`src/common/dma_consts.svh`:
```
`ifndef DMA_CONSTS_SVH
`define DMA_CONSTS_SVH

// input FIFOs
`define DMA_FIFO_DEPTH 512
`define DMA_FIFO_AWIDTH 9

// CPU ring pointers and queue ids
`define DMA_RB_AWIDTH 16
`define DMA_QID_WIDTH 5

// one flit is one PCIe beat
`define DMA_DATA_WIDTH 512
`define DMA_FLIT_BYTES 64

// largest burst the PCIe master accepts
`define DMA_MAX_BURST 8

// packet size is counted in flits
`define DMA_SIZE_WIDTH 16

`endif
```
`src/common/dma_pkg.sv`:
```
`default_nettype none
`include "dma_consts.svh"

package dma_pkg;

    typedef struct packed {
        logic [`DMA_DATA_WIDTH-1:0] data;
        logic                       sop;
        logic                       eop;
    } flit_t;

    typedef struct packed {
        logic [`DMA_QID_WIDTH-1:0]  queue_id;
        logic [`DMA_SIZE_WIDTH-1:0] size;
    } pkt_desc_t;

    // ring state of one queue, as kept in the queue table
    typedef struct packed {
        logic [`DMA_RB_AWIDTH-1:0] dsc_head;
        logic [`DMA_RB_AWIDTH-1:0] dsc_tail;
        logic [63:0]               dsc_buf_addr;
        logic [`DMA_RB_AWIDTH-1:0] pkt_head;
        logic [`DMA_RB_AWIDTH-1:0] pkt_tail;
        logic [63:0]               pkt_buf_addr;
    } queue_state_t;

    typedef struct packed {
        pkt_desc_t    desc;
        queue_state_t qstate;
    } dma_job_t;

    typedef struct packed {
        logic [63:0]                address;
        logic [63:0]                byteenable;
        logic                       write;
        logic [`DMA_DATA_WIDTH-1:0] writedata;
        logic [3:0]                 burstcount;
    } bas_req_t;

    // completion entry written into the descriptor ring
    typedef struct packed {
        logic [`DMA_DATA_WIDTH-`DMA_QID_WIDTH-34:0] pad;
        logic [`DMA_QID_WIDTH-1:0]                  queue_id;
        logic [31:0]                                tail;
        logic                                       signal;
    } cpu_desc_t;

endpackage

`default_nettype wire

```
`src/dma_engine/queue_fetch.sv`:
```
`timescale 1ns/10ps
`default_nettype none
`include "dma_consts.svh"

module queue_fetch
    import dma_pkg::*;
(
    input  wire                            clk,
    input  wire                            rst,

    // descriptor FIFO
    input  wire pkt_desc_t                 desc,
    input  wire                            desc_avail,
    output logic                           desc_pop,

    // queue table read
    output logic [`DMA_QID_WIDTH-1:0]      rd_queue,
    output logic                           queue_rd_en,
    input  wire queue_state_t              queue_state,
    input  wire                            queue_ready,

    // feedback from the later stages
    input  wire                            refetch,
    input  wire                            job_done,

    output dma_job_t                       fetched_job,
    output logic                           fetched_valid
);

    // one packet in flight at a time
    logic busy;
    logic waiting;

    assign desc_pop = !busy && desc_avail;

    always_ff @(posedge clk) begin
        if (rst) begin
            busy <= 1'b0;
            waiting <= 1'b0;
            queue_rd_en <= 1'b0;
            fetched_valid <= 1'b0;
        end else begin
            queue_rd_en <= 1'b0;
            fetched_valid <= 1'b0;

            if (desc_pop) begin
                busy <= 1'b1;
                waiting <= 1'b1;
                queue_rd_en <= 1'b1;
                rd_queue <= desc.queue_id;
                fetched_job.desc <= desc;
            end

            // ring was full, read the same queue again for fresh heads
            if (refetch) begin
                waiting <= 1'b1;
                queue_rd_en <= 1'b1;
            end

            if (waiting && queue_ready) begin
                waiting <= 1'b0;
                fetched_job.qstate <= queue_state;
                fetched_valid <= 1'b1;
            end

            if (job_done) begin
                busy <= 1'b0;
            end
        end
    end

endmodule

`default_nettype wire

```
`config.mk`:
```
export PLATFORM = sky130hd
export DESIGN_NAME = queue_fetch
export DESIGN_NICKNAME = d
export VERILOG_FILES = /design/src/common/dma_pkg.sv /design/src/dma_engine/queue_fetch.sv
export VERILOG_INCLUDE_DIRS = /design/src /design/src/common
export SDC_FILE = /design/constraint.sdc
export NUM_CORES = 1
export LEC_CHECK = 0
export ABC_AREA = 1
export BUFFER_PORTS_ARGS = -buffer_cell sky130_fd_sc_hd__buf_2
export CAP_MARGIN = 20
export CORE_AREA = 2 2 169 171
export CTS_CLUSTER_DIAMETER = 50
export DETAILED_ROUTE_END_ITERATION = 7
export DIE_AREA = 0 0 171 173
export GPL_ROUTABILITY_DRIVEN = 0
export HOLD_SLACK_MARGIN = 0.08
export PLACE_DENSITY_LB_ADDON = 0.2
export RECOVER_POWER = 25
export SLEW_MARGIN = 20
export SYNTH_ARGS = -nofsm -noshare
export SYNTH_HDL_FRONTEND = slang
export SYNTH_SLANG_ARGS = --single-unit
```
`constraint.sdc`:
```
create_clock -name clk -period 12.73 [get_ports clk]
set_clock_uncertainty 0.15 [all_clocks]
set_input_delay 2.546 -clock clk [delete_from_list [all_inputs] [get_ports clk]]
set_output_delay 2.546 -clock clk [all_outputs]
set_load 0.005 [all_outputs]
```
==> flow_summary.yaml <==
finish:
  final_cell_mix: "buf_2 (439), edfxtp_1 (213), clkbuf_16 (31), clkbuf_1 (6), inv_1 (5)"
  nNetsFinal: 925
  drive_gt1_share_pct: 67.2
  area_delta_synth_final_pct: 54.8
  final_common_cell: "buf_2"
  final_util_pct: 36.9
  multiInputGateArea_um2: 65.1
  seq_area_mm2: 0.00648
  fill_cells: 2687
synth:
  syn-cell-area_mm2: 0.00659
  ys_seq_elements: 217
  yosysUniqueCellTypes: 11
  yosys_warnings: 0
  synth_fp_nets: 457
  netlist_instances: 238
  synth.avg_cell_area_um2: 27.7
  synth-seq-area-share_pct: 98.3
timing:
  fmax_mhz: 178
  fin_crit_sh_pct: 44.1
  tightestPinTransition_ns: 1.28
  fin_ws_ns: 7.11
  setup_violations: 0
  rsz0062_at_grt: "false"
  hold_slack_ns: 0.344
  hold_violations: 0
  finalSetupTns_ns: 0
  finalCriticalPeriod_ns: 5.62
  finalMaxSlewViolations: 0
  slew_headroom_pct: 15.0
setup_path:
  critPathLaunch: "desc_avail"
  cpPeakStageDelay_ns: 0.12
  crit_type: "input pin to output pin"
  critPathLaunchType: "input pin"
  critPathMaxFanout: 4
  critPathCaptureType: "output pin"
  crit_chain: "buf_2, nand2_2, inv_1, buf_2"
  worstPathRequired_ns: 10.03
  crit_buf_inv: 3
  r2r-start: "waiting$_SDFFE_PP0P_"
  crit_slowest_cell: "buf_2"
  crit_family: "buffers and inverters"
  cp_data_arrival_time_ns: 2.92
  crit_top_cell: "buf_2"
status:
  outcome: "complete, no violations"
job:
  max_cap_violations: 0
die:
  dieHeight_um: 173
  core_mm2: 0.0276
  rows: 61
  start_util_pct: 23.9
  boundaryPins: 440
  die_area_mm2: 0.0296
  dieWidth_um: 171
cts:
  cts_tree: "yes"
  htreeDepth: 1
  post_cts_buffers: 0
  holdBufCountCts: 0
  cts.root.buffer_cell: "clkbuf_16"
  clock_latency_ns: 0.54
  cts_buffer_depth: 3
  cts_resized: 0
  clk_pin_slew_worst_paths_ns: 0.06
  clock_sinks: 217
  cts-buffers-inserted: 30
power_and_ir_drop:
  p_leak_nw: 4.22
  ir_drop_v: 0.000103
  power_density_mw_per_mm2: 163
  power_mw: 1.66
placement:
  place_ws_ns: 7.11
  dpl.hpwl_um: 13400
  port_buffers: 439
min_path:
  hold_path_class: "flip-flop to flip-flop"
  hold_start: "busy$_SDFFE_PP0P_"
routing:
  ant_nets: 0
  drc: 0
  drt_iter0_drc: 177
  wl_per_cell_um: 16.4
  wirelength_um: 18200
  vias: 4065
  first_pass_iters: 4
  viasPerCell: 3.67
grt:
  overflow: 0
  grt_max_degree: 193
  grt_pass1_vias: 4168
  antenna_found_initial: 2
  grt_usage_pct: 11.5
  grt_pass1_wl_um: 25400
==> cells by family after synthesis <==
kind of cell | share of synthesized area, %
AO/OA/AOI/OAI | 0.209
flip-flops | 98.3
AND/OR/NAND/NOR | 0.664
buffers and inverters | 0.854
==> worst paths after layout <==
kind              slack, ns                         end  cells past startpoint
hold / removal         0.34           busy$_SDFFE_PP0P_                      2
setup / recovery       7.11                    desc_pop                      4
setup reg to reg      10.60  fetched_job[115]$_DFFE_PP_                      3
hold reg to reg        0.34           busy$_SDFFE_PP0P_                      2
==> worst reg2reg max path: stages (launching register included) <==
cell and delay (ns):
dfxtp_1 0.38, nand2_1 0.12, nor2_4 0.12, buf_12 0.55
==> stage by stage <==
step                instance area [um^2]  cells
floorplan                           6590    238
global placement                    9260   1052
detailed placement                  9260   1052
CTS                                10200   1106
global route                       10200   1106
finish                             10200   1107
==> layer usage <==
layer	wire [um]	GRT usage [%]	part of all wire, %
met1	5950	11.1	33
met2	9210	20.7	51
met3	2360	5.77	13
met4	683	4.77	3.8
met5	7	0	0.038
==> where the power goes <==
group	internal (mW)	total (mW)	switching [mW]	leakage (nW)
clock	0.469	0.778	0.309	0.455
sequential	0.810	0.815	0.00448	1.98
combinational	0.0362	0.0688	0.0326	1.79
total	1.32	1.66	0.346	4.22
==> cells in the mapped netlist, drive strengths merged <==
master,n,share of area [%]
buf,5,0.57
nor2,4,0.23
dfxtp,4,1.2
nand3,1,0.15
edfxtp,213,97
inv,5,0.28
a21oi,2,0.21
nand2,3,0.21
nor3,1,0.076
==> cell type report <==
cell class	count	area share, %
repair buffers	441	21.8
inverters	5	0.184
well taps	378	4.64
diodes	1	0.0245
clock inverters	17	1.42
flip-flops and latches	217	63.5
multi-input cells	11	0.638
clock buffers	37	7.82
==> state kept, by name, summed over array words and instances (netlist names) <==
name / cells
queue_rd_en: 1
fetched_valid: 1
busy: 1
fetched_job: 213
waiting: 1
Note: power is estimated with default switching activity, not from simulation.
