$ cat src/common/dma_consts.svh
`ifndef DMA_CONSTS_SVH
`define DMA_CONSTS_SVH

// input FIFOs
`define DMA_FIFO_DEPTH 512
`define DMA_FIFO_AWIDTH 9

// CPU ring pointers and queue ids
`define DMA_RB_AWIDTH 16
`define DMA_QID_WIDTH 5

// one flit is one PCIe beat
`define DMA_DATA_WIDTH 512
`define DMA_FLIT_BYTES 64

// largest burst the PCIe master accepts
`define DMA_MAX_BURST 8

// packet size is counted in flits
`define DMA_SIZE_WIDTH 16

`endif
$ cat src/common/dma_pkg.sv
`default_nettype none
`include "dma_consts.svh"

package dma_pkg;

    typedef struct packed {
        logic [`DMA_DATA_WIDTH-1:0] data;
        logic                       sop;
        logic                       eop;
    } flit_t;

    typedef struct packed {
        logic [`DMA_QID_WIDTH-1:0]  queue_id;
        logic [`DMA_SIZE_WIDTH-1:0] size;
    } pkt_desc_t;

    // ring state of one queue, as kept in the queue table
    typedef struct packed {
        logic [`DMA_RB_AWIDTH-1:0] dsc_head;
        logic [`DMA_RB_AWIDTH-1:0] dsc_tail;
        logic [63:0]               dsc_buf_addr;
        logic [`DMA_RB_AWIDTH-1:0] pkt_head;
        logic [`DMA_RB_AWIDTH-1:0] pkt_tail;
        logic [63:0]               pkt_buf_addr;
    } queue_state_t;

    typedef struct packed {
        pkt_desc_t    desc;
        queue_state_t qstate;
    } dma_job_t;

    typedef struct packed {
        logic [63:0]                address;
        logic [63:0]                byteenable;
        logic                       write;
        logic [`DMA_DATA_WIDTH-1:0] writedata;
        logic [3:0]                 burstcount;
    } bas_req_t;

    // completion entry written into the descriptor ring
    typedef struct packed {
        logic [`DMA_DATA_WIDTH-`DMA_QID_WIDTH-34:0] pad;
        logic [`DMA_QID_WIDTH-1:0]                  queue_id;
        logic [31:0]                                tail;
        logic                                       signal;
    } cpu_desc_t;

endpackage

`default_nettype wire

$ cat src/dma_engine/burst_writer.sv
`timescale 1ns/10ps
`default_nettype none
`include "dma_consts.svh"

module burst_writer
    import dma_pkg::*;
(
    input  wire                        clk,
    input  wire                        rst,

    input  wire dma_job_t              ready_job,
    input  wire                        job_start,

    // packet FIFO
    input  wire flit_t                 flit,
    input  wire                        flit_avail,
    output logic                       flit_pop,

    // PCIe burst master
    input  wire                        pcie_bas_waitrequest,
    output bas_req_t                   bas,

    input  wire [30:0]                 dsc_rb_size,
    input  wire [30:0]                 pkt_rb_size,

    // tail write-back
    output logic [`DMA_QID_WIDTH-1:0]  wr_queue,
    output logic [`DMA_RB_AWIDTH-1:0]  out_dsc_tail,
    output logic [`DMA_RB_AWIDTH-1:0]  out_pkt_tail,
    output logic                       tail_wr_en,
    output logic                       job_done,

    output logic [31:0]                dma_queue_full_cnt
);

    typedef enum logic [1:0] {
        IDLE,
        START_BURST,
        CONTINUE_BURST,
        COMPLETE
    } state_t;

    state_t                     state;
    dma_job_t                   cur_job;
    logic [`DMA_SIZE_WIDTH-1:0] flits_left;
    logic [3:0]                 burst_left;

    dma_job_t                   job;
    logic [`DMA_SIZE_WIDTH-1:0] left;
    logic [`DMA_SIZE_WIDTH-1:0] flit_idx;
    logic [3:0]                 first_count;
    logic [3:0]                 beats_after;
    logic                       first;
    logic                       issue;
    logic [63:0]                beat_addr;
    logic [`DMA_RB_AWIDTH-1:0]  new_dsc_tail;
    logic [`DMA_RB_AWIDTH-1:0]  new_pkt_tail;
    cpu_desc_t                  cpu_desc;

    // advance a ring pointer, restarting at 0 once it reaches the ring size
    function automatic logic [`DMA_RB_AWIDTH-1:0] next_ptr(
        input logic [`DMA_RB_AWIDTH-1:0]  ptr,
        input logic [`DMA_SIZE_WIDTH-1:0] step,
        input logic [30:0]                size
    );
        logic [31:0] sum;
        sum = 32'(ptr) + 32'(step);
        if (sum >= 32'(size)) begin
            return '0;
        end
        return sum[`DMA_RB_AWIDTH-1:0];
    endfunction

    // in IDLE the first beat is taken straight from the incoming job
    assign job = (state == IDLE) ? ready_job : cur_job;
    assign left = (state == IDLE) ? ready_job.desc.size : flits_left;
    assign flit_idx = job.desc.size - left;

    assign first = (state != CONTINUE_BURST);
    assign first_count = (left > `DMA_MAX_BURST) ? 4'(`DMA_MAX_BURST) : left[3:0];
    assign beats_after = first ? (first_count - 4'd1) : (burst_left - 4'd1);

    assign beat_addr = job.qstate.pkt_buf_addr
                     + 64'(`DMA_FLIT_BYTES) * (64'(job.qstate.pkt_tail) + 64'(flit_idx));

    assign issue = flit_avail && !pcie_bas_waitrequest
                && ((state == IDLE && job_start)
                    || state == START_BURST
                    || state == CONTINUE_BURST);
    assign flit_pop = issue;

    assign new_dsc_tail = next_ptr(cur_job.qstate.dsc_tail, `DMA_SIZE_WIDTH'(1), dsc_rb_size);
    assign new_pkt_tail = next_ptr(cur_job.qstate.pkt_tail, cur_job.desc.size, pkt_rb_size);

    always_comb begin
        cpu_desc = '0;
        cpu_desc.signal = 1'b1;
        cpu_desc.tail = 32'(new_pkt_tail);
        cpu_desc.queue_id = cur_job.desc.queue_id;
    end

    always_ff @(posedge clk) begin
        if (rst) begin
            state <= IDLE;
            bas.write <= 1'b0;
            tail_wr_en <= 1'b0;
            job_done <= 1'b0;
            dma_queue_full_cnt <= '0;
        end else begin
            tail_wr_en <= 1'b0;
            job_done <= 1'b0;

            // bas may only move while the master is not stalling
            if (pcie_bas_waitrequest) begin
                if (bas.write) begin
                    dma_queue_full_cnt <= dma_queue_full_cnt + 32'd1;
                end
            end else begin
                bas.write <= 1'b0;
            end

            case (state)
                IDLE: begin
                    if (job_start) begin
                        cur_job <= ready_job;
                        flits_left <= ready_job.desc.size;
                        state <= START_BURST;
                    end
                end
                COMPLETE: begin
                    // data is all accepted, post the completion entry
                    if (!pcie_bas_waitrequest) begin
                        bas.address <= cur_job.qstate.dsc_buf_addr
                                     + 64'(`DMA_FLIT_BYTES) * 64'(cur_job.qstate.dsc_tail);
                        bas.byteenable <= '1;
                        bas.write <= 1'b1;
                        bas.writedata <= cpu_desc;
                        bas.burstcount <= 4'd1;
                        wr_queue <= cur_job.desc.queue_id;
                        out_dsc_tail <= new_dsc_tail;
                        out_pkt_tail <= new_pkt_tail;
                        tail_wr_en <= 1'b1;
                        job_done <= 1'b1;
                        state <= IDLE;
                    end
                end
                default: begin
                end
            endcase

            if (issue) begin
                bas.address <= beat_addr;
                bas.byteenable <= '1;
                bas.write <= 1'b1;
                bas.writedata <= flit.data;
                // only the first beat of a burst carries its length
                bas.burstcount <= first ? first_count : 4'd0;
                flits_left <= left - 1'b1;
                burst_left <= beats_after;
                if (left == `DMA_SIZE_WIDTH'(1)) begin
                    state <= COMPLETE;
                end else if (beats_after == 4'd0) begin
                    state <= START_BURST;
                end else begin
                    state <= CONTINUE_BURST;
                end
            end
        end
    end

endmodule

`default_nettype wire

$ cat config.mk
export PLATFORM = sky130hd
export DESIGN_NAME = burst_writer
export DESIGN_NICKNAME = d
export VERILOG_FILES = /design/src/common/dma_pkg.sv /design/src/dma_engine/burst_writer.sv
export VERILOG_INCLUDE_DIRS = /design/src /design/src/common
export SDC_FILE = /design/constraint.sdc
export NUM_CORES = 1
export LEC_CHECK = 0
export BUFFER_PORTS_ARGS = -buffer_cell sky130_fd_sc_hd__clkbuf_2
export CAP_MARGIN = 20
export CELL_PAD_IN_SITES_DETAIL_PLACEMENT = 1
export CELL_PAD_IN_SITES_GLOBAL_PLACEMENT = 1
export CORE_AREA = 2 2 595 597
export DETAILED_ROUTE_END_ITERATION = 10
export DIE_AREA = 0 0 597 599
export PLACE_DENSITY_LB_ADDON = 0.1
export SYNTH_ARGS = -nofsm -noshare
export SYNTH_HDL_FRONTEND = slang
export SYNTH_SLANG_ARGS = --single-unit
$ cat constraint.sdc
create_clock -name clk -period 51.8 [get_ports clk]
set_clock_uncertainty 0.15 [all_clocks]
set_input_delay 7.77 -clock clk [delete_from_list [all_inputs] [get_ports clk]]
set_output_delay 7.77 -clock clk [all_outputs]
set_load 0.05 [all_outputs]
==> impl_metrics.csv, run 1 <==
group,metric,value,unit
yosys,postSynthAreaPerCell,12.7,µm²
power,seqPwrFrac,0.344,
detailed_routing,drc,0,
yosys,synth_common_cells,"edfxtp_1 (819), and2_1 (526), nand2_1 (275)",
critical_path,crit_path_start_kind,"primary input",
clock_network,root_buffer,"clkbuf_16",
cells_and_area,drive_gt1_frac,0.375,
clock_network,clock_latency,850,ps
placement,place_ws,34580,ps
placement,io_buffers,1476,
yosys,synth_area_leaders,"edfxtp_1 (62%), and2_1 (8.3%), ha_1 (3.9%)",
clock_network,cts_max_level,4,
yosys,syn_area,39900,µm²
critical_path,critPathArrivalTime,9220,ps
hold_path,hold_class,"register to register",
yosys,ys.flop_type,"edfxtp_1",
placement,globalplace.congestion,0.774,
detailed_routing,ant_nets,0,
yosys,yosysWarnings,0,
clock_network,cts_buffer_depth,4,
clock_network,cts_setup_buffers,0,
yosys,ys_ff_latch,855,
cells_and_area,fin_cells,9366,
floorplanning,coreArea,351000,µm²
detailed_routing,viasPerCell,3.41,
clock_network,clk_pin_slew,50,ps
cells_and_area,nNetsFinal,5542,
floorplanning,ioPinCount,1511,
detailed_routing,wl_per_cell,28.2,µm
clock_network,cts_resized,0,
critical_path,path_class,"primary input to output port",
detailed_routing,num_vias,32000,
timing,rsz0062_at_grt,"false",
yosys,synthCells,3143,
timing,timing.final.crit_period,17140,ps
clock_network,cts_hold_buf,0,
placement,dp.cells,9097,
timing,setup_viol,0,
run_status,status,"finished clean",
yosys,synth_area_leader_cell,"edfxtp_1",
grt,antenna_found_initial,273,
power,switching_share,0.339,
critical_path,crit_fanout,61,
detailed_routing,firstDrtPassIters,7,
placement,dp_hpwl,216000,µm
detailed_routing,wl,264000,µm
floorplanning,dieWidth,597,µm
power,leakage,22.7,nW
power,p_int,1.52,mW
power,pwr-share-comb,0.241,
cells_and_area,syn2layout_area_growth,43.0,%
floorplanning,chipHeight,599,µm
power,irDropWorstVdd,0.0000333,V
job,maxCapViolations,0,
yosys,synth_top_area_share,0.617,
timing,tightestPinTransition,1160,ps
grt,overflow,0,
grt,grt_pass1_wl,335000,µm
grt,grt_pass1_vias,32800,
clock_network,tritoncts,"built",
power,power.switching,0.779,mW
detailed_routing,drt-initial-drc-count,1656,
timing,finalSetupTns,0,ps
floorplanning,die_area,358000,µm²
yosys,synth.net_count,4065,
clock_network,clock-sinks,855,
yosys,synth_seq_area_share,0.635,
critical_path,cp-end-kind,"output port",
timing,finalCritPeriodShare,0.331,
clock_network,numCtsBuffers,140,
critical_path,crit_required,43880,ps
yosys,synth_edf_count,819,
timing,slew_headroom,0.217,
yosys,yosysUniqueCellTypes,87,
timing,fin_ws,34660,ps
grt,grt_max_degree,192,
timing,timing_hold_violations_final,0,
yosys,yosysMostFrequentCell,"edfxtp_1",
yosys,ys_async_sr_fraction,0,
power,p_clk_frac,0.416,
grt,grt_usage,0.141,
timing,max_freq,58.3,MHz
floorplanning,rows,218,
floorplanning,initial_core_util,0.113,
power,power.density,40.3,nW/µm²
timing,slew_viol_final,0,
-- worst max-delay path, cell delays in order --
cell and delay [ps]:
clkbuf_2 210, nor2b_1 210, o211ai_1 130, buf_4 200
inv_8 300, clkbuf_2 370
-- power by group through the flow --
stage	clock network [mW]	logic (mW)	registers, mW
final	0.955	0.553	0.789
after global routing	1.02	0.626	0.791
after CTS	1.01	0.604	0.789
after detailed placement	0	0.601	0.803
after global placement	0	0.599	0.803
after floorplan	0	0.292	0.840
-- per-layer routing --
metal	up-vias	wire length [µm]	global-route usage
met5	-	346	0
met4	54	7810	0.0312
met3	667	22400	0.0536
met2	1388	138000	0.266
met1	15600	95500	0.148
li1	14300	-	-
-- final timing paths --
| kind | startpoint | to | slack, ps | cells after the start |
|---|---|---|---|---|
| hold / removal | dma_queue_full_cnt[21] | dma_queue_full_cnt[21] | 350 | 2 |
| setup / recovery | pcie_bas_waitrequest | flit_pop | 34660 | 6 |
| hold reg to reg | dma_queue_full_cnt[21] | dma_queue_full_cnt[21] | 350 | 2 |
| setup reg to reg | state[0] | bas[638] | 43320 | 26 |
-- per-stage QoR --
stage / hold slack (ps) / util / power, mW / area (µm²)
final: 355 / 0.162 / 2.30 / 57000
after CTS: 362 / 0.162 / 2.40 / 56900
after floorplan: 277 / - / 1.13 / 39900
after detailed placement: 354 / 0.149 / 1.40 / 52500
after global routing: 388 / 0.162 / 2.44 / 56900
after global placement: 344 / 0.149 / 1.40 / 52500
-- sequential cells by signal (all words and copies together) (netlist names), 5 cells and up --
signal and flops:
bas 582, cur_job 176, dma_queue_full_cnt 32, flits_left 16
out_dsc_tail 16, out_pkt_tail 16, cpu_desc 5, wr_queue 5
-- placed cells by master (no fill, tap or decap), types with 11 or more instances in the layout --
| master | netlist | layout |
|---|---|---|
| clkbuf_16 | 0 | 142 |
| nor2b_1 | 14 | 14 |
| edfxtp_1 | 819 | 819 |
| xor2_1 | 68 | 68 |
| a21o_1 | 28 | 28 |
| buf_4 | 64 | 43 |
| nand4_1 | 26 | 26 |
| o21ai_0 | 84 | 83 |
| a32o_1 | 16 | 16 |
| and3_1 | 31 | 31 |
| a21oi_1 | 81 | 81 |
| ha_1 | 123 | 123 |
| and4_1 | 11 | 11 |
| clkinv_1 | 0 | 19 |
| o21a_1 | 16 | 16 |
| o32ai_1 | 11 | 11 |
| dfxtp_1 | 36 | 34 |
| o211ai_1 | 16 | 16 |
| a211oi_1 | 18 | 15 |
| or3_1 | 14 | 14 |
| diode_2 | 0 | 28 |
| mux2i_1 | 38 | 38 |
| and2_1 | 526 | 526 |
| clkbuf_1 | 100 | 38 |
| nand2b_1 | 16 | 16 |
| xnor2_1 | 114 | 114 |
| inv_1 | 97 | 96 |
| clkbuf_2 | 0 | 1476 |
| nor3_1 | 46 | 45 |
| nand3_1 | 67 | 67 |
| nor2_1 | 142 | 140 |
| a31oi_1 | 18 | 17 |
| a21boi_0 | 14 | 14 |
| nor4_1 | 25 | 25 |
| clkinv_2 | 0 | 16 |
| nand2_1 | 275 | 275 |
| o22ai_1 | 37 | 37 |
-- kinds of logic (layout without fill, tap and decap cells) --
logic type	Yosys count	count (layout)	synth area share
XOR/XNOR	182	182	0.0400
AND/OR/NAND/NOR	1243	1243	0.170
flip-flops	855	855	0.635
other	0	28	0
multiplexers	45	45	0.0115
AO/OA/AOI/OAI	404	404	0.0681
buffers and inverters	286	1861	0.0339
adder cells (fa/ha/maj)	128	128	0.0411
-- cell type report --
| cell class | count | area (µm²) |
|---|---|---|
| fillers | 40300 | 294000 |
| flip-flops and latches | 855 | 25300 |
| multi-input cells | 2002 | 13300 |
| repair buffers | 1524 | 7800 |
| well taps | 4620 | 5780 |
| clock buffers | 183 | 3740 |
| clock inverters | 57 | 656 |
| inverters | 97 | 372 |
| diodes | 28 | 70.1 |
Note: power is estimated with default switching activity, not from simulation.
==> inputs of run 2 (changes only) <==
--- a/config.mk
+++ b/config.mk
@@ -6,13 +6,14 @@
 export SDC_FILE = /design/constraint.sdc
 export NUM_CORES = 1
 export LEC_CHECK = 0
+export ABC_AREA = 1
 export BUFFER_PORTS_ARGS = -buffer_cell sky130_fd_sc_hd__clkbuf_2
 export CAP_MARGIN = 20
 export CELL_PAD_IN_SITES_DETAIL_PLACEMENT = 1
 export CELL_PAD_IN_SITES_GLOBAL_PLACEMENT = 1
-export CORE_AREA = 2 2 595 597
+export CORE_AREA = 2 2 584 586
 export DETAILED_ROUTE_END_ITERATION = 10
-export DIE_AREA = 0 0 597 599
+export DIE_AREA = 0 0 586 588
 export PLACE_DENSITY_LB_ADDON = 0.1
 export SYNTH_ARGS = -nofsm -noshare
 export SYNTH_HDL_FRONTEND = slang
==> constraint.sdc (replaced) <==
create_clock -name clk -period 14.95 [get_ports clk]
set_clock_uncertainty 0.15 [all_clocks]
set_input_delay 2.2425 -clock clk [delete_from_list [all_inputs] [get_ports clk]]
set_output_delay 2.2425 -clock clk [all_outputs]
set_load 0.05 [all_outputs]
==> run 2 against run 1 <==
  * Non-clock buffer count fell by 14
  * Die area shrank 3.6%
  * Via count is 16% higher
  * Total power increased to 3.5 times the previous value
  * Sequential cell count did not move
  * Sequential share of layout area down 1.3 points
  * Design area grew 3.0%
  * Combinational power rose to 3.9 times the previous value
  * Critical endpoint is now bas[628]
==> impl_metrics.csv, run 2 <==
group,metric,value,unit
detailed_routing,viasPerCell,3.54,
power,power.density,138,nW/µm²
clock_network,clock-sinks,855,
yosys,ys_async_sr_fraction,0,
yosys,syn_area,41900,µm²
timing,setup_viol,0,
clock_network,clk_pin_slew,50,ps
floorplanning,rows,214,
timing,finalCritPeriodShare,0.545,
floorplanning,die_area,345000,µm²
job,maxCapViolations,0,
yosys,postSynthAreaPerCell,9.70,µm²
cells_and_area,syn2layout_area_growth,39.9,%
cells_and_area,drive_gt1_frac,0.305,
cells_and_area,largest_register_ffs,582,
yosys,yosysWarnings,0,
detailed_routing,wl_per_cell,28.6,µm
critical_path,crit_fanout,9,
grt,grt_max_degree,152,
cells_and_area,fin_util,0.173,
timing,rsz0062_at_grt,"false",
power,seqPwrFrac,0.340,
yosys,synth.net_count,5247,
critical_path,cp-end-kind,"register",
yosys,synth_common_cells,"inv_1 (839), edfxtp_1 (819), nor2_1 (810)",
cells_and_area,design_area,58700,µm²
cells_and_area,fin_cells,10500,
power,leakage,26.3,nW
critical_path,reg2reg_setup_slack,7060,ps
yosys,synth_top_area_share,0.586,
yosys,synth_area_leaders,"edfxtp_1 (59%), inv_1 (7.5%), nor2_1 (7.2%)",
clock_network,clock_latency,810,ps
timing,slew_viol_final,0,
clock_network,numCtsBuffers,136,
floorplanning,chipHeight,588,µm
placement,dp.cells,10200,
floorplanning,dieWidth,586,µm
power,power.switching,2.90,mW
critical_path,critPathMaxStageDelay,400,ps
run_status,status,"finished clean",
detailed_routing,wl,299000,µm
floorplanning,coreArea,338000,µm²
critical_path,path_class,"primary input to register",
timing,whs,346,ps
yosys,yosysUniqueCellTypes,60,
clock_network,tritoncts,"built",
critical_path,slowest_stage,"fa_1",
clock_network,cts_hold_buf,0,
timing,tightestPinTransition,1100,ps
power,switching_share,0.358,
yosys,ys_ff_latch,855,
yosys,synthCells,4325,
timing,slew_headroom,0.269,
placement,io_buffers,1476,
power,p_clk_frac,0.394,
clock_network,cts_buffer_depth,4,
critical_path,crit_path_start_kind,"primary input",
critical_path,r2r_end,"bas[628]",
floorplanning,initial_core_util,0.124,
placement,globalplace.congestion,0.847,
critical_path,rr_startpoint,"state[0]",
yosys,ys.flop_type,"edfxtp_1",
cells_and_area,final_common_cell,"clkbuf_2",
cells_and_area,n_fill_cell,39900,
grt,grt_pass1_vias,38600,
yosys,synth_seq_area_share,0.604,
cells_and_area,layout.cells.most_common_list,"clkbuf_2 (1,476), inv_1 (838), edfxtp_1 (819)",
grt,overflow,0,
placement,dp_hpwl,253000,µm
grt,antenna_found_initial,245,
power,p_int,5.21,mW
detailed_routing,num_vias,37100,
cells_and_area,largest_register,"bas",
yosys,synth_edf_count,819,
grt,grt_usage,0.167,
cells_and_area,top_regs,"bas (582), cur_job (176), dma_queue_full_cnt (32)",
cells_and_area,nNetsFinal,6725,
detailed_routing,drt-initial-drc-count,2035,
grt,grt_pass1_wl,381000,µm
critical_path,reg2regPathDepth,33,
clock_network,root_buffer,"clkbuf_16",
power,pwr-share-comb,0.266,
hold_path,hold_class,"register to register",
critical_path,crit_required,15340,ps
power,irDropWorstVdd,0.0000744,V
critical_path,critPathArrivalTime,8530,ps
timing,timing_hold_violations_final,0,
critical_path,endpoint,"bas[628]",
critical_path,cpMostUsedCell,"nand2_1",
detailed_routing,ant_nets,0,
clock_network,cts_max_level,4,
timing,max_freq,123,MHz
placement,placed_area,54400,µm²
yosys,yosysMostFrequentCell,"inv_1",
timing,finalSetupTns,0,ps
floorplanning,ioPinCount,1511,
detailed_routing,drc,0,
timing,timing.final.crit_period,8150,ps
clock_network,cts_setup_buffers,0,
critical_path,cp-startpoint,"ready_job[192]",
detailed_routing,firstDrtPassIters,4,
clock_network,cts_resized,0,
yosys,synth_area_leader_cell,"edfxtp_1",
-- run 2: changes by cell type in the layout (fill, tap and decap cells not counted), moves of 23 or more --
cell,before,now
nand2_1,275,643
and3_1,31,5
a21oi_1,81,156
inv_1,96,838
xnor2_1,114,34
and2_1,526,2
o21ai_1,4,28
mux2i_1,38,3
nand3_1,67,121
nand4_1,26,49
o22ai_1,37,12
nor2_1,140,806
o21ai_0,83,121
-- run 2: critical path: cells and delay by family --
kind,cells,cell delay (ps)
AOI/OAI and AO/OA,6,1830
xor gates and xnor gates,2,510
adders and majority gates,4,1420
buffers and inverters,5,680
and+or+nand+nor,14,1830
-- run 2: through the flow --
step	power, mW	setup slack [ps]
2_1_floorplan	4.16	-2210
3_5_place_dp	5.07	5710
4_1_cts	8.38	6560
5_1_grt	8.62	6010
3_3_place_gp	5.07	5670
6_report	8.11	6800
-- run 2: power groups by stage --
| stage | logic (mW) | registers (mW) | clock network [mW] |
|---|---|---|---|
| after floorplan | 1.25 | 2.91 | 0 |
| after global routing | 2.45 | 2.76 | 3.41 |
| after detailed placement | 2.26 | 2.81 | 0 |
| after CTS | 2.27 | 2.76 | 3.35 |
| after global placement | 2.27 | 2.81 | 0 |
| final | 2.16 | 2.76 | 3.20 |
-- run 2: cell type report --
type                            count  area [µm²]  share of cell area
Inverter                          856        3230              0.0550
Antenna cell                       23        57.6            0.000981
Clock inverter                     66         644              0.0110
Timing Repair Buffer             1510        7680               0.131
Multi-Input combinational cell   2444       12500               0.213
Sequential cell                   855       25300               0.431
Tap cell                         4536        5680              0.0967
Clock buffer                      173        3580              0.0611
-- run 2: layer usage --
layer / wire length (µm) / global-route usage
met5: 146 / 0
met4: 10500 / 0.0453
met1: 111000 / 0.179
met2: 157000 / 0.318
met3: 19800 / 0.0457
-- run 2: how the worst min path moves through the flow --
stage	cells after the start	to	start
floorplan	0	wr_queue[0]	cpu_desc[33]
global placement	2	dma_queue_full_cnt[5]	dma_queue_full_cnt[5]
detailed placement	2	dma_queue_full_cnt[5]	dma_queue_full_cnt[5]
CTS	2	dma_queue_full_cnt[5]	dma_queue_full_cnt[5]
global route	2	dma_queue_full_cnt[5]	dma_queue_full_cnt[5]
finish	2	dma_queue_full_cnt[5]	dma_queue_full_cnt[5]
-- run 2: kinds of logic after synthesis --
| family | Yosys count | share of synthesized area |
|---|---|---|
| muxes | 3 | 0.000716 |
| buffers and inverters | 1026 | 0.100 |
| xor gates and xnor gates | 101 | 0.0211 |
| and+or+nand+nor | 1797 | 0.179 |
| DFF | 855 | 0.604 |
| adders and majority gates | 128 | 0.0391 |
| AOI/OAI and AO/OA | 415 | 0.0566 |
