## config.mk

```make
export PLATFORM = sky130hd
export DESIGN_NAME = space_check
export DESIGN_NICKNAME = d
export VERILOG_FILES = /design/src/common/dma_pkg.sv /design/src/dma_engine/space_check.sv
export VERILOG_INCLUDE_DIRS = /design/src /design/src/common
export SDC_FILE = /design/constraint.sdc
export NUM_CORES = 1
export LEC_CHECK = 0
export ABC_CLOCK_PERIOD_IN_PS = 21700
export BUFFER_PORTS_ARGS = -buffer_cell sky130_fd_sc_hd__buf_2
export CAP_MARGIN = 20
export CELL_PAD_IN_SITES_DETAIL_PLACEMENT = 2
export CELL_PAD_IN_SITES_GLOBAL_PLACEMENT = 2
export CORE_ASPECT_RATIO = 1.2
export CORE_UTILIZATION = 34
export DETAILED_ROUTE_END_ITERATION = 16
export GPL_TIMING_DRIVEN = 0
export PLACE_DENSITY_LB_ADDON = 0.1
export SLEW_MARGIN = 10
export SYNTH_ARGS = -nofsm -noshare
export SYNTH_HDL_FRONTEND = slang
export SYNTH_SLANG_ARGS = --single-unit
export TNS_END_PERCENT = 5
```

## constraint.sdc

```tcl
create_clock -name clk -period 21.7 [get_ports clk]
set_clock_uncertainty 0.1 [all_clocks]
set_input_delay 6.51 -clock clk [delete_from_list [all_inputs] [get_ports clk]]
set_output_delay 6.51 -clock clk [all_outputs]
set_load 0.005 [all_outputs]
```

## src/common/dma_consts.svh

```systemverilog
`ifndef DMA_CONSTS_SVH
`define DMA_CONSTS_SVH

// input FIFOs
`define DMA_FIFO_DEPTH 512
`define DMA_FIFO_AWIDTH 9

// CPU ring pointers and queue ids
`define DMA_RB_AWIDTH 16
`define DMA_QID_WIDTH 5

// one flit is one PCIe beat
`define DMA_DATA_WIDTH 512
`define DMA_FLIT_BYTES 64

// largest burst the PCIe master accepts
`define DMA_MAX_BURST 8

// packet size is counted in flits
`define DMA_SIZE_WIDTH 16

`endif
```

## src/common/dma_pkg.sv

```systemverilog
`default_nettype none
`include "dma_consts.svh"

package dma_pkg;

    typedef struct packed {
        logic [`DMA_DATA_WIDTH-1:0] data;
        logic                       sop;
        logic                       eop;
    } flit_t;

    typedef struct packed {
        logic [`DMA_QID_WIDTH-1:0]  queue_id;
        logic [`DMA_SIZE_WIDTH-1:0] size;
    } pkt_desc_t;

    // ring state of one queue, as kept in the queue table
    typedef struct packed {
        logic [`DMA_RB_AWIDTH-1:0] dsc_head;
        logic [`DMA_RB_AWIDTH-1:0] dsc_tail;
        logic [63:0]               dsc_buf_addr;
        logic [`DMA_RB_AWIDTH-1:0] pkt_head;
        logic [`DMA_RB_AWIDTH-1:0] pkt_tail;
        logic [63:0]               pkt_buf_addr;
    } queue_state_t;

    typedef struct packed {
        pkt_desc_t    desc;
        queue_state_t qstate;
    } dma_job_t;

    typedef struct packed {
        logic [63:0]                address;
        logic [63:0]                byteenable;
        logic                       write;
        logic [`DMA_DATA_WIDTH-1:0] writedata;
        logic [3:0]                 burstcount;
    } bas_req_t;

    // completion entry written into the descriptor ring
    typedef struct packed {
        logic [`DMA_DATA_WIDTH-`DMA_QID_WIDTH-34:0] pad;
        logic [`DMA_QID_WIDTH-1:0]                  queue_id;
        logic [31:0]                                tail;
        logic                                       signal;
    } cpu_desc_t;

endpackage

`default_nettype wire

```

## src/dma_engine/space_check.sv

```systemverilog
`timescale 1ns/10ps
`default_nettype none
`include "dma_consts.svh"

module space_check
    import dma_pkg::*;
(
    input  wire           clk,
    input  wire           rst,
    input  wire dma_job_t fetched_job,
    input  wire           fetched_valid,
    input  wire [30:0]    dsc_rb_size,
    input  wire [30:0]    pkt_rb_size,
    output dma_job_t      ready_job,
    output logic          job_start,
    output logic          refetch,
    output logic [31:0]   cpu_buf_full_cnt
);

    logic [31:0] dsc_free;
    logic [31:0] pkt_free;
    logic        room;

    // one slot always stays empty so that head == tail means empty
    function automatic logic [31:0] free_slots(
        input logic [`DMA_RB_AWIDTH-1:0] head,
        input logic [`DMA_RB_AWIDTH-1:0] tail,
        input logic [30:0]               size
    );
        if (tail >= head) begin
            return 32'(size) - 32'(tail) + 32'(head) - 32'd1;
        end
        return 32'(head) - 32'(tail) - 32'd1;
    endfunction

    assign dsc_free = free_slots(fetched_job.qstate.dsc_head,
                                 fetched_job.qstate.dsc_tail, dsc_rb_size);
    assign pkt_free = free_slots(fetched_job.qstate.pkt_head,
                                 fetched_job.qstate.pkt_tail, pkt_rb_size);

    // whole packet plus its completion entry must fit
    assign room = (pkt_free >= 32'(fetched_job.desc.size)) && (dsc_free != 32'd0);

    always_ff @(posedge clk) begin
        if (rst) begin
            job_start <= 1'b0;
            refetch <= 1'b0;
            cpu_buf_full_cnt <= '0;
        end else begin
            job_start <= fetched_valid && room;
            refetch <= fetched_valid && !room;
            if (fetched_valid && !room) begin
                cpu_buf_full_cnt <= cpu_buf_full_cnt + 32'd1;
            end
        end
    end

    always_ff @(posedge clk) begin
        if (fetched_valid) begin
            ready_job <= fetched_job;
        end
    end

endmodule

`default_nettype wire

```

==> summary.md, run 1 <==
| Metric | Value |
|---|---|
| Status | completed |
| Hpwl dp | approximately 55 mm |
| Crit start category | primary input |
| Total grt overflow | 0 |
| Post-CTS Setup Bufs | 0 |
| YS warnings | 0 |
| Post-synth EDFFs | roughly 210 |
| Final core utilization | 44.0% |
| Vias in the first global route | about 17000 |
| RSZ-0062 raised after global routing | false |
| Pwr dens | between 70 and 80 nW/µm² |
| Commonest non-fill, non-tap cell in the layout | buf_2 |
| # IOs | about 530 |
| Detailed Routing Iterations Pass 1 | 5 |
| Design Power | roughly 1.5 mW |
| CP Max Fanout | 10 |
| Initial Util | 34.7% |
| Sequential area share after synthesis | 43.1% |
| Worst skew pair latency | between 0.5 and 0.6 ns |
| Final WS setup | 8.32 ns |
| Metal1 wirelength | 24.5 mm |
| Final-layout fill cell count | between 5000 and 6000 |
| Root Driver | clkbuf_16 |
| Worst Path Required | 22.06 ns |
| Slowest stage delay, CP | between 0.8 and 0.9 ns |
| Pleak | approximately 9.6 nW |
| Via-to-Cell Ratio | between 5 and 6 |
| Clock slew at reported path FFs | ~0.060 ns |
| First-pass GRT wire length | just under 100 mm |
| CTS sink count | between 200 and 250 |
| Final min period | about 13 ns |
| Placed cells | between 2000 and 3000 |
| Htree depth | 1 |
| Uppermost routed layer | met5 |
| Largest net degree at the start of global routing | between 100 and 150 |
| Hold Buf Count CTS | 0 |
| Slew headroom | between 20% and 30% |
| TritonCTS clock tree | yes |
| Kind of critical path | in -> reg |
| Share of layout cells above drive strength 1 | ~28% |
| WHS | 0.454 ns |
| Chip width | between 200 and 250 µm |
| Place WS | just under 8 ns |
| WL per Instance | between 20 and 25 µm |
| Vias | 15217 |
| Final Cell Area | 20800 µm² |
| Worst EP arrival | ~14 ns |
| Dpl cell area | 19900 µm² |
| Slew @ Worst Pin | 1.03 ns |
| Fin. max-slew vios | 0 |
| I/O Buffers | 523 |
| Primary FF master, synth | edfxtp_1 |
| Cell Rows | 87 |
| Die ar. | around 49000 µm² |
| Post-Synthesis Cells | 1671 |
| Final Net Count | approximately 2700 |
| Bufs on Longest Clock Path | 3 |
| Synth Net Count | approximately 2100 |
| Tcrit/Tclk final | roughly 62% |
| Fmax | 74.8 MHz |
| Synth unique cells | 80 |
| Initial antenna violation count | 14 |
| Area Growth Syn to Fin | 26.9% |
| FF+latch area | about 7100 µm² |
| Initial drt markers | roughly 500 |
| WL met3 | approximately 3.4 mm |
| Hold Fails Final Rpt | 0 |
| Register bit total from synthesis | roughly 250 |
| Mapped cell area | 16400 µm² |
| Die height | about 240 µm |
| Asr flop ratio synth | 0% |
| Core outline area | around 47000 µm² |
| Hold Crit Class | reg -> reg |
| Slowest stage cell, crit path | a2111oi_0 |
| Final GP Congestion | ~0.87 |
| Multi-input gate area | slightly above 8000 µm² |
| DRT antenna net count | 0 |
| Post-CTS resize count | 0 |
| Crit path capture type | register |
| Avg Cell Area, Syn | just under 10 µm² |
| Setup TNS | 0 ns |
| WL met2 | roughly 36 mm |
| Max-cap viol count | 0 |
| Peak VDD IR | ~56 µV |
| Buf/Inv on CP | 5 |
| Total CTS buffers | 29 |
| Most frequent cells in the layout | buf_2, inv_1, edfxtp_1 |
| Layout Cells excl Fill | approximately 2900 |
| Final wirelength | ~66 mm |
| Worst path top cell family by delay | compound AO/OA/AOI/OAI gates |
| Final Setup Violations | 0 |
| Gr usage total | 26.2% |
| DRC viols | 0 |
## layout make-up
| type | count | area share, % |
|---|---|---|
| antenna | 6 | 0.0720 |
| buffer | 55 | 1.09 |
| clock buffer | 35 | 3.59 |
| clock inverter | 14 | 0.912 |
| inverter | 240 | 4.32 |
| multi-input combinational | 1129 | 39.5 |
| sequential | 247 | 34.0 |
| tap | 623 | 3.74 |
| timing repair buffer | 525 | 12.9 |
## cells in the mapped netlist, drive strengths merged (24+ instances only)
master,count,area share (%)
inv,240,5.5
edfxtp,213,39
a21oi,128,3.9
nor2,125,2.9
ha,113,8.6
nand2,100,2.3
o21ai,61,1.9
nor2b,46,1.8
clkbuf,44,1.0
a21o,40,1.8
xnor2,39,2.1
nand4,38,1.4
fa,36,4.4
nand3,36,1.1
dfxtp,34,4.1
mux2,34,2.3
nor3,31,0.94
xor2,24,1.3
## flip-flops by register name, summed over array words and instances, names as in the netlist
name / count
cpu_buf_full_cnt: 32
job_start: 1
ready_job: 213
refetch: 1
## report_power, final
group | leakage (nW) | switching (mW) | internal (mW) | total [mW]
clock network | 0.454 | 0.210 | 0.292 | 0.502
logic | 6.75 | 0.265 | 0.174 | 0.440
registers | 2.36 | 0.0120 | 0.552 | 0.564
## worst min-delay path, cell delays in order (launching register included)
cell and delay [ns]:
dfxtp_1 0.36, nand3_1 0.09, a21oi_1 0.05
## cell families after synthesis
kind of cell             count (synthesis)  share of synthesized area (%)
flip-flops                             247                           43.1
AO/OA/AOI/OAI                          401                           16.3
buffers and inverters                  295                           6.86
XOR/XNOR                                63                           3.36
AND/OR/NAND/NOR                        472                           14.4
multiplexers                            44                           2.94
adder cells (fa/ha/maj)                149                           13.0
## layer usage
layer	GRT usage, %	vias up
met5	0	-
met4	9.84	6
met3	4.91	96
met2	50.9	395
met1	27.4	7608
li1	-	7112
## final timing paths
check	start	slack, ns	to	cells after the start
worst max-delay path	fetched_job[71]	8.32	cpu_buf_full_cnt[22]	25
worst min-delay path	cpu_buf_full_cnt[0]	0.45	cpu_buf_full_cnt[0]	2
worst max register to register	cpu_buf_full_cnt[3]	18.89	cpu_buf_full_cnt[22]	8
worst min register to register	cpu_buf_full_cnt[0]	0.45	cpu_buf_full_cnt[0]	2
(Power assumes the default switching activity.)
==> run 2: changes to the inputs <==
ABC_CLOCK_PERIOD_IN_PS = 12900   (was 21700)
CORE_UTILIZATION = 31   (was 34)
clock period = 12.9 ns   (was 21.7 ns; I/O delays follow)
==> run 2 against run 1 <==
Power grew 65%. Utilization shrank 4.2 points. Routed wire length increased by 5.3%. Sequential power grew 68%. Cell count rose by 3.1%. Hold slack got worse by 0.017 ns. Register-to-register slack got worse by 8.8 ns. Worst setup slack lost 6.1 ns. Largest cell class unchanged. Highest routed layer unchanged.
==> summary.md, run 2 (synthesis gave the netlist of run 1 again) <==
| Metric | Value |
|---|---|
| Total CTS buffers | 29 (unchanged) |
| Chip width | 212 µm (+4.7%) |
| Pleak | 9.53 nW (-0.37%) |
| Vias | 15168 (-0.32%) |
| Final Setup Violations | 0 (unchanged) |
| Hold Fails Final Rpt | 0 (unchanged) |
| First-pass GRT wire length | 101 mm (+2.2%) |
| Total grt overflow | 0 (unchanged) |
| Slew @ Worst Pin | 1.07 ns (+0.0349 ns) |
| Post-CTS resize count | 0 (unchanged) |
| WL per Instance | 23.5 µm (+2.1%) |
| Area Growth Syn to Fin | 27.2% |
| Vias in the first global route | 16205 (-2.5%) |
| Max FFs per register | 213 (unchanged) |
| Crit path capture type | register |
| RSZ-0062 raised after global routing | false |
| DRT antenna net count | 0 (unchanged) |
| TritonCTS clock tree | yes |
| Peak VDD IR | 93.2 µV (+67%) |
| Pwr dens | 119 nW/µm² (+65%) |
| Final WS setup | 2.24 ns (-6.08 ns) |
| Final GP Congestion | 0.883 (+1.9%) |
| Via-to-Cell Ratio | 5.12 (-3.3%) |
| Hold Crit Class | reg -> reg |
| Cell Rows | 92 (+5.7%) |
| WL met2 | 34.4 mm (-3.9%) |
| Fmax | between 90 and 100 MHz |
| Uppermost routed layer | met5 |
| Fin. max-slew vios | 0 (unchanged) |
| Core outline area | 52500 µm² (+11%) |
| I/O Buffers | 523 (unchanged) |
| Reg with most FFs | ready_job |
| RR Endpoint | cpu_buf_full_cnt[23] |
| Kind of critical path | in -> reg |
| Dpl cell area | 20000 µm² (+0.52%) |
| WL met3 | 5.61 mm (+64%) |
| Most frequent cells in the layout | buf_2, inv_1, edfxtp_1 |
| Die ar. | 53900 µm² (+9.6%) |
| FF-to-FF Start | cpu_buf_full_cnt[3] |
| Bufs on Longest Clock Path | 3 (unchanged) |
| Final min period | 10.66 ns |
| Placed cells | 2901 (+2.9%) |
| Worst Setup EP | cpu_buf_full_cnt[23] |
| Setup TNS | 0 ns (unchanged) |
| Worst Path Required | 13.25 ns (-8.81 ns) |
| CP Max Fanout | 10 (unchanged) |
| Worst EP arrival | 11.01 ns (-2.73 ns) |
| CTS sink count | 247 (unchanged) |
| Die height | 254 µm (+4.7%) |
| Initial drt markers | 591 (+17%) |
| Metal1 wirelength | 27.2 mm (+11%) |
| Share of layout cells above drive strength 1 | 28.2% (about the same) |
| Hold Buf Count CTS | 0 (unchanged) |
| Max-cap viol count | 0 (unchanged) |
| Commonest non-fill, non-tap cell in the layout | buf_2 |
| WHS | 0.437 ns (-0.0173 ns) |
| Clock slew at reported path FFs | 0.06 ns (about the same) |
| Critical path origin | fetched_job[72] |
| Final Net Count | 2654 (unchanged) |
| Largest net degree at the start of global routing | 103 (-8.0%) |
| Final core utilization | 39.8% (-4.2 points) |
| Place WS | 1.51 ns (-6.26 ns) |
| Initial antenna violation count | 34 (+20) |
| Top Registers | ready_job (213), cpu_buf_full_cnt (32) |
| Post-CTS Setup Bufs | 0 (unchanged) |
| Design Power | 2.49 mW (+65%) |
| Detailed Routing Iterations Pass 1 | 5 (unchanged) |
| Final wirelength | 69.6 mm (+5.3%) |
| Hpwl dp | 57.2 mm (+4.7%) |
| Layout Cells excl Fill | 2964 (+3.1%) |
| Crit start category | primary input |
| Worst skew pair latency | 0.57 ns (about the same) |
| # IOs | 525 (unchanged) |
| Tcrit/Tclk final | between 80% and 90% |
| Final Cell Area | 20900 µm² (+0.26%) |
| FF-to-FF setup slack | 10.11 ns (-8.78 ns) |
| DRC viols | 0 (unchanged) |
| Gr usage total | 25.0% (-1.2 points) |
| Htree depth | 1 (unchanged) |
| Initial Util | 31.3% (-3.4 points) |
| Slew headroom | 28.0% (-1.4 points) |
| Status | completed |
| R2R cell count | 9 (+1) |
| Root Driver | clkbuf_16 |
## run 2: changes by cell type in the layout (fill, tap and decap cells not counted), sizes merged
cell      previous run  this run
clkinvlp             1         3
bufinv               4         2
clkbuf              79        77
clkinv               7        10
diode                6        15
inv                242       240
## run 2: worst min path at each step
stage | to | cells past startpoint | start
6_report | cpu_buf_full_cnt[1] | 2 | cpu_buf_full_cnt[1]
5_1_grt | cpu_buf_full_cnt[1] | 2 | cpu_buf_full_cnt[1]
4_1_cts | cpu_buf_full_cnt[1] | 2 | cpu_buf_full_cnt[1]
3_5_place_dp | cpu_buf_full_cnt[1] | 2 | cpu_buf_full_cnt[1]
3_3_place_gp | cpu_buf_full_cnt[1] | 2 | cpu_buf_full_cnt[1]
2_1_floorplan | cpu_buf_full_cnt[1] | 2 | cpu_buf_full_cnt[1]
## run 2: critical path: stages
cell,delay (ns)
buf_2,0.13
inv_1,0.05
ha_1,0.37
a21oi_1,0.36
nor2_1,0.07
a2111oi_1,0.79
nand2_1,0.19
a21oi_1,0.37
clkbuf_1,0.44
nand2_1,0.10
o31a_1,0.12
ha_1,0.31
a21o_1,0.17
a31oi_1,0.19
o21ai_0,0.14
o2111a_1,0.16
o311ai_0,0.87
nand4_1,0.14
or4_1,0.51
or4_1,0.54
o22a_1,0.29
buf_2,0.24
a21oi_1,0.22
mux2_2,0.36
## run 2: power by group
part / switching, mW / leakage [nW] / internal [mW]
Clock: 0.348 / 0.418 / 0.446
Sequential: 0.0181 / 2.36 / 0.929
Combinational: 0.458 / 6.75 / 0.293
Total: 0.824 / 9.53 / 1.67
## run 2: routing by layer
layer | up-vias | global-route usage [%]
met5 | - | 0
met4 | 24 | 8.43
met3 | 108 | 7.12
met2 | 382 | 44.3
met1 | 7532 | 28.5
li1 | 7122 | -
## run 2: layout make-up
type,instances,area (µm²)
flip-flops and latches,247,7080
inverters,240,901
repair buffers,525,2680
well taps,705,882
clock inverters,15,126
plain buffers,55,226
diodes,15,37.5
fillers,5892,31600
clock buffers,33,741
multi-input cells,1129,8230
==> run 3: changes to the inputs <==
ABC_CLOCK_PERIOD_IN_PS = 10200   (was 12900)
clock period = 10.2 ns   (was 12.9 ns; I/O delays follow)
==> run 3 against run 2 <==
Worst setup slack worse by 1.6 ns. Power is 26% higher. Register-to-register slack worse by 2.7 ns. Design area hardly changed.
==> summary.md, run 3 (synthesis gave the netlist of run 1 again) <==
| Metric | Value |
|---|---|
| First-pass GRT wire length | 101 mm (unchanged) |
| Worst EP arrival | 9.93 ns (-1.08 ns) |
| Final min period | about 9.6 ns |
| CP most frequent cell | a21oi_1 |
| Reg with most FFs | ready_job |
| Final GP Congestion | 0.883 (unchanged) |
| Initial antenna violation count | 34 (unchanged) |
| Hold Path Cell Cnt | 2 (unchanged) |
| Final Setup Violations | 0 (unchanged) |
| Final wirelength | 69.6 mm (about the same) |
| HP Start | cpu_buf_full_cnt[1] |
| Total grt overflow | 0 (unchanged) |
| Fmax | between 100 and 150 MHz |
| Peak VDD IR | 118 µV (+26%) |
| RR Endpoint | cpu_buf_full_cnt[23] |
| Bufs on Longest Clock Path | 3 (unchanged) |
| Post-CTS Setup Bufs | 0 (unchanged) |
| I/O Buffers | 523 (unchanged) |
| FF-to-FF Start | cpu_buf_full_cnt[3] |
| CP Max Fanout | 10 (unchanged) |
| TritonCTS clock tree | yes |
| Slew headroom | 42.8% (+15 points) |
| Kind of critical path | in -> reg |
| Initial Util | 31.3% (unchanged) |
| Detailed Routing Iterations Pass 1 | 5 (unchanged) |
| R2R cell count | 9 (unchanged) |
| Clock slew at reported path FFs | 0.06 ns (about the same) |
| Slowest stage cell, crit path | a2111oi_1 |
| Crit path capture type | register |
| Slowest stage delay, CP | 0.79 ns (-0.08 ns) |
| DRC viols | 0 (unchanged) |
| Largest net degree at the start of global routing | 103 (unchanged) |
| Fin. max-slew vios | 0 (unchanged) |
| Via-to-Cell Ratio | 5.12 (about the same) |
| Total CTS buffers | 29 (unchanged) |
| Slew @ Worst Pin | 0.856 ns (-0.211 ns) |
| Status | completed |
| Max FFs per register | 213 (unchanged) |
| Area Growth Syn to Fin | 27.2% (about the same) |
| Vias | 15166 (-0.013%) |
| # IOs | 525 (unchanged) |
| Worst Path Required | 10.55 ns (-2.70 ns) |
| Pleak | 9.53 nW (about the same) |
| Vias in the first global route | 16205 (unchanged) |
| RSZ-0062 raised after global routing | false |
| Htree depth | 1 (unchanged) |
| Share of layout cells above drive strength 1 | 28.2% (unchanged) |
| Commonest non-fill, non-tap cell in the layout | buf_2 |
| Root Driver | clkbuf_16 |
| Hpwl dp | 57.2 mm (unchanged) |
| WHS | 0.437 ns (unchanged) |
| Die height | 254 µm (unchanged) |
| Initial drt markers | 591 (unchanged) |
| WL per Instance | 23.5 µm (about the same) |
| Die ar. | 53900 µm² (unchanged) |
| Final-layout fill cell count | 5893 (+0.017%) |
| Core outline area | 52500 µm² (unchanged) |
| Hold Crit Class | reg -> reg |
| Final core utilization | 39.8% (about the same) |
| DRT antenna net count | 0 (unchanged) |
| Setup TNS | 0 ns (unchanged) |
| Hold Fails Final Rpt | 0 (unchanged) |
| Top Registers | ready_job (213), cpu_buf_full_cnt (32) |
| Chip width | 212 µm (unchanged) |
| Crit start category | primary input |
| Tcrit/Tclk final | a little over nine tenths |
| Pwr dens | 151 nW/µm² (+27%) |
| Cell Rows | 92 (unchanged) |
| Worst skew pair latency | 0.57 ns (about the same) |
| FF-to-FF setup slack | 7.41 ns (-2.70 ns) |
| WHS Endpoint | cpu_buf_full_cnt[1] |
| Gr usage total | 25.0% (unchanged) |
| Most frequent cells in the layout | buf_2, inv_1, edfxtp_1 |
| Critical path cell sequence | buf_2 -> inv_1 -> ha_1 -> a21oi_1 -> nor2_1 -> a2111oi_1 -> nand2_1 -> a21oi_1 -> clkbuf_1 -> nand2_1 -> o31a_1 -> ha_1 -> a21o_1 -> a31oi_1 -> o21ai_0 -> o2111a_1 -> o311ai_1 -> nand4_1 -> or4_1 -> or4_1 -> o22a_1 -> buf_2 -> a21oi_1 -> mux2_2 |
| Final Net Count | 2654 (unchanged) |
| Max-cap viol count | 0 (unchanged) |
| CTS sink count | 247 (unchanged) |
run 3: cell types whose count changed in the layout (fill, tap and decap cells not counted), sizes merged:
cell	delta
diode	-1
run 3: cell type report:
type / instances / area [µm²] / share of cell area (%)
clock inverters: 15 / 126 / 0.605
plain buffers: 55 / 226 / 1.08
flip-flops and latches: 247 / 7080 / 33.9
inverters: 240 / 901 / 4.31
well taps: 705 / 882 / 4.22
clock buffers: 33 / 741 / 3.54
repair buffers: 525 / 2680 / 12.8
diodes: 14 / 35.0 / 0.168
multi-input cells: 1129 / 8230 / 39.4
run 3: per-stage QoR:
stage                     setup slack, ns  std cells  total power [mW]  area, µm²
final                               0.618       2963              3.15      20900
after global routing                0.124       2957              3.32      20900
after CTS                           0.191       2949              3.19      20900
after detailed placement           -0.380       2901              2.17      20000
after global placement             -0.233       2899              2.13      19900
after floorplan                      1.75       1671              1.78      16400
run 3: where the power goes:
group / internal, mW / total, mW / switching [mW] / leakage (nW)
Sequential: 1.17 / 1.20 / 0.0229 / 2.36
Clock: 0.564 / 1.00 / 0.440 / 0.418
Combinational: 0.370 / 0.949 / 0.579 / 6.76
run 3: critical path, delay by kind of cell:
family          cells  cell delay, ns
compound gates     11            3.43
buf+inv             4            0.86
mux                 1            0.36
fa+ha+maj           2            0.68
simple gates        6            1.53
run 3: per-layer routing:
| metal | part of all wire, % | global-route usage [%] | vias to the layer above |
|---|---|---|---|
| li1 | - | - | 7121 |
| met1 | 39 | 28.5 | 7533 |
| met2 | 49 | 44.3 | 380 |
| met3 | 8.0 | 7.12 | 108 |
| met4 | 3.3 | 8.43 | 24 |
| met5 | 0.21 | 0 | - |
run 3: what timing repair did:
item,CTS,global route
endpoints found under the setup margin,0,28
hold buffers,0,0
resized for setup,0,1
run 3: how the worst max path moves through the flow:
stage                          startpoint              endpoint  depth (start not counted)
after floorplan           fetched_job[80]   cpu_buf_full_cnt[7]                         24
after global placement    fetched_job[72]  cpu_buf_full_cnt[11]                         23
after detailed placement  fetched_job[72]  cpu_buf_full_cnt[23]                         24
after CTS                 fetched_job[72]  cpu_buf_full_cnt[23]                         24
after global routing      fetched_job[72]  cpu_buf_full_cnt[23]                         24
final                     fetched_job[72]  cpu_buf_full_cnt[23]                         24
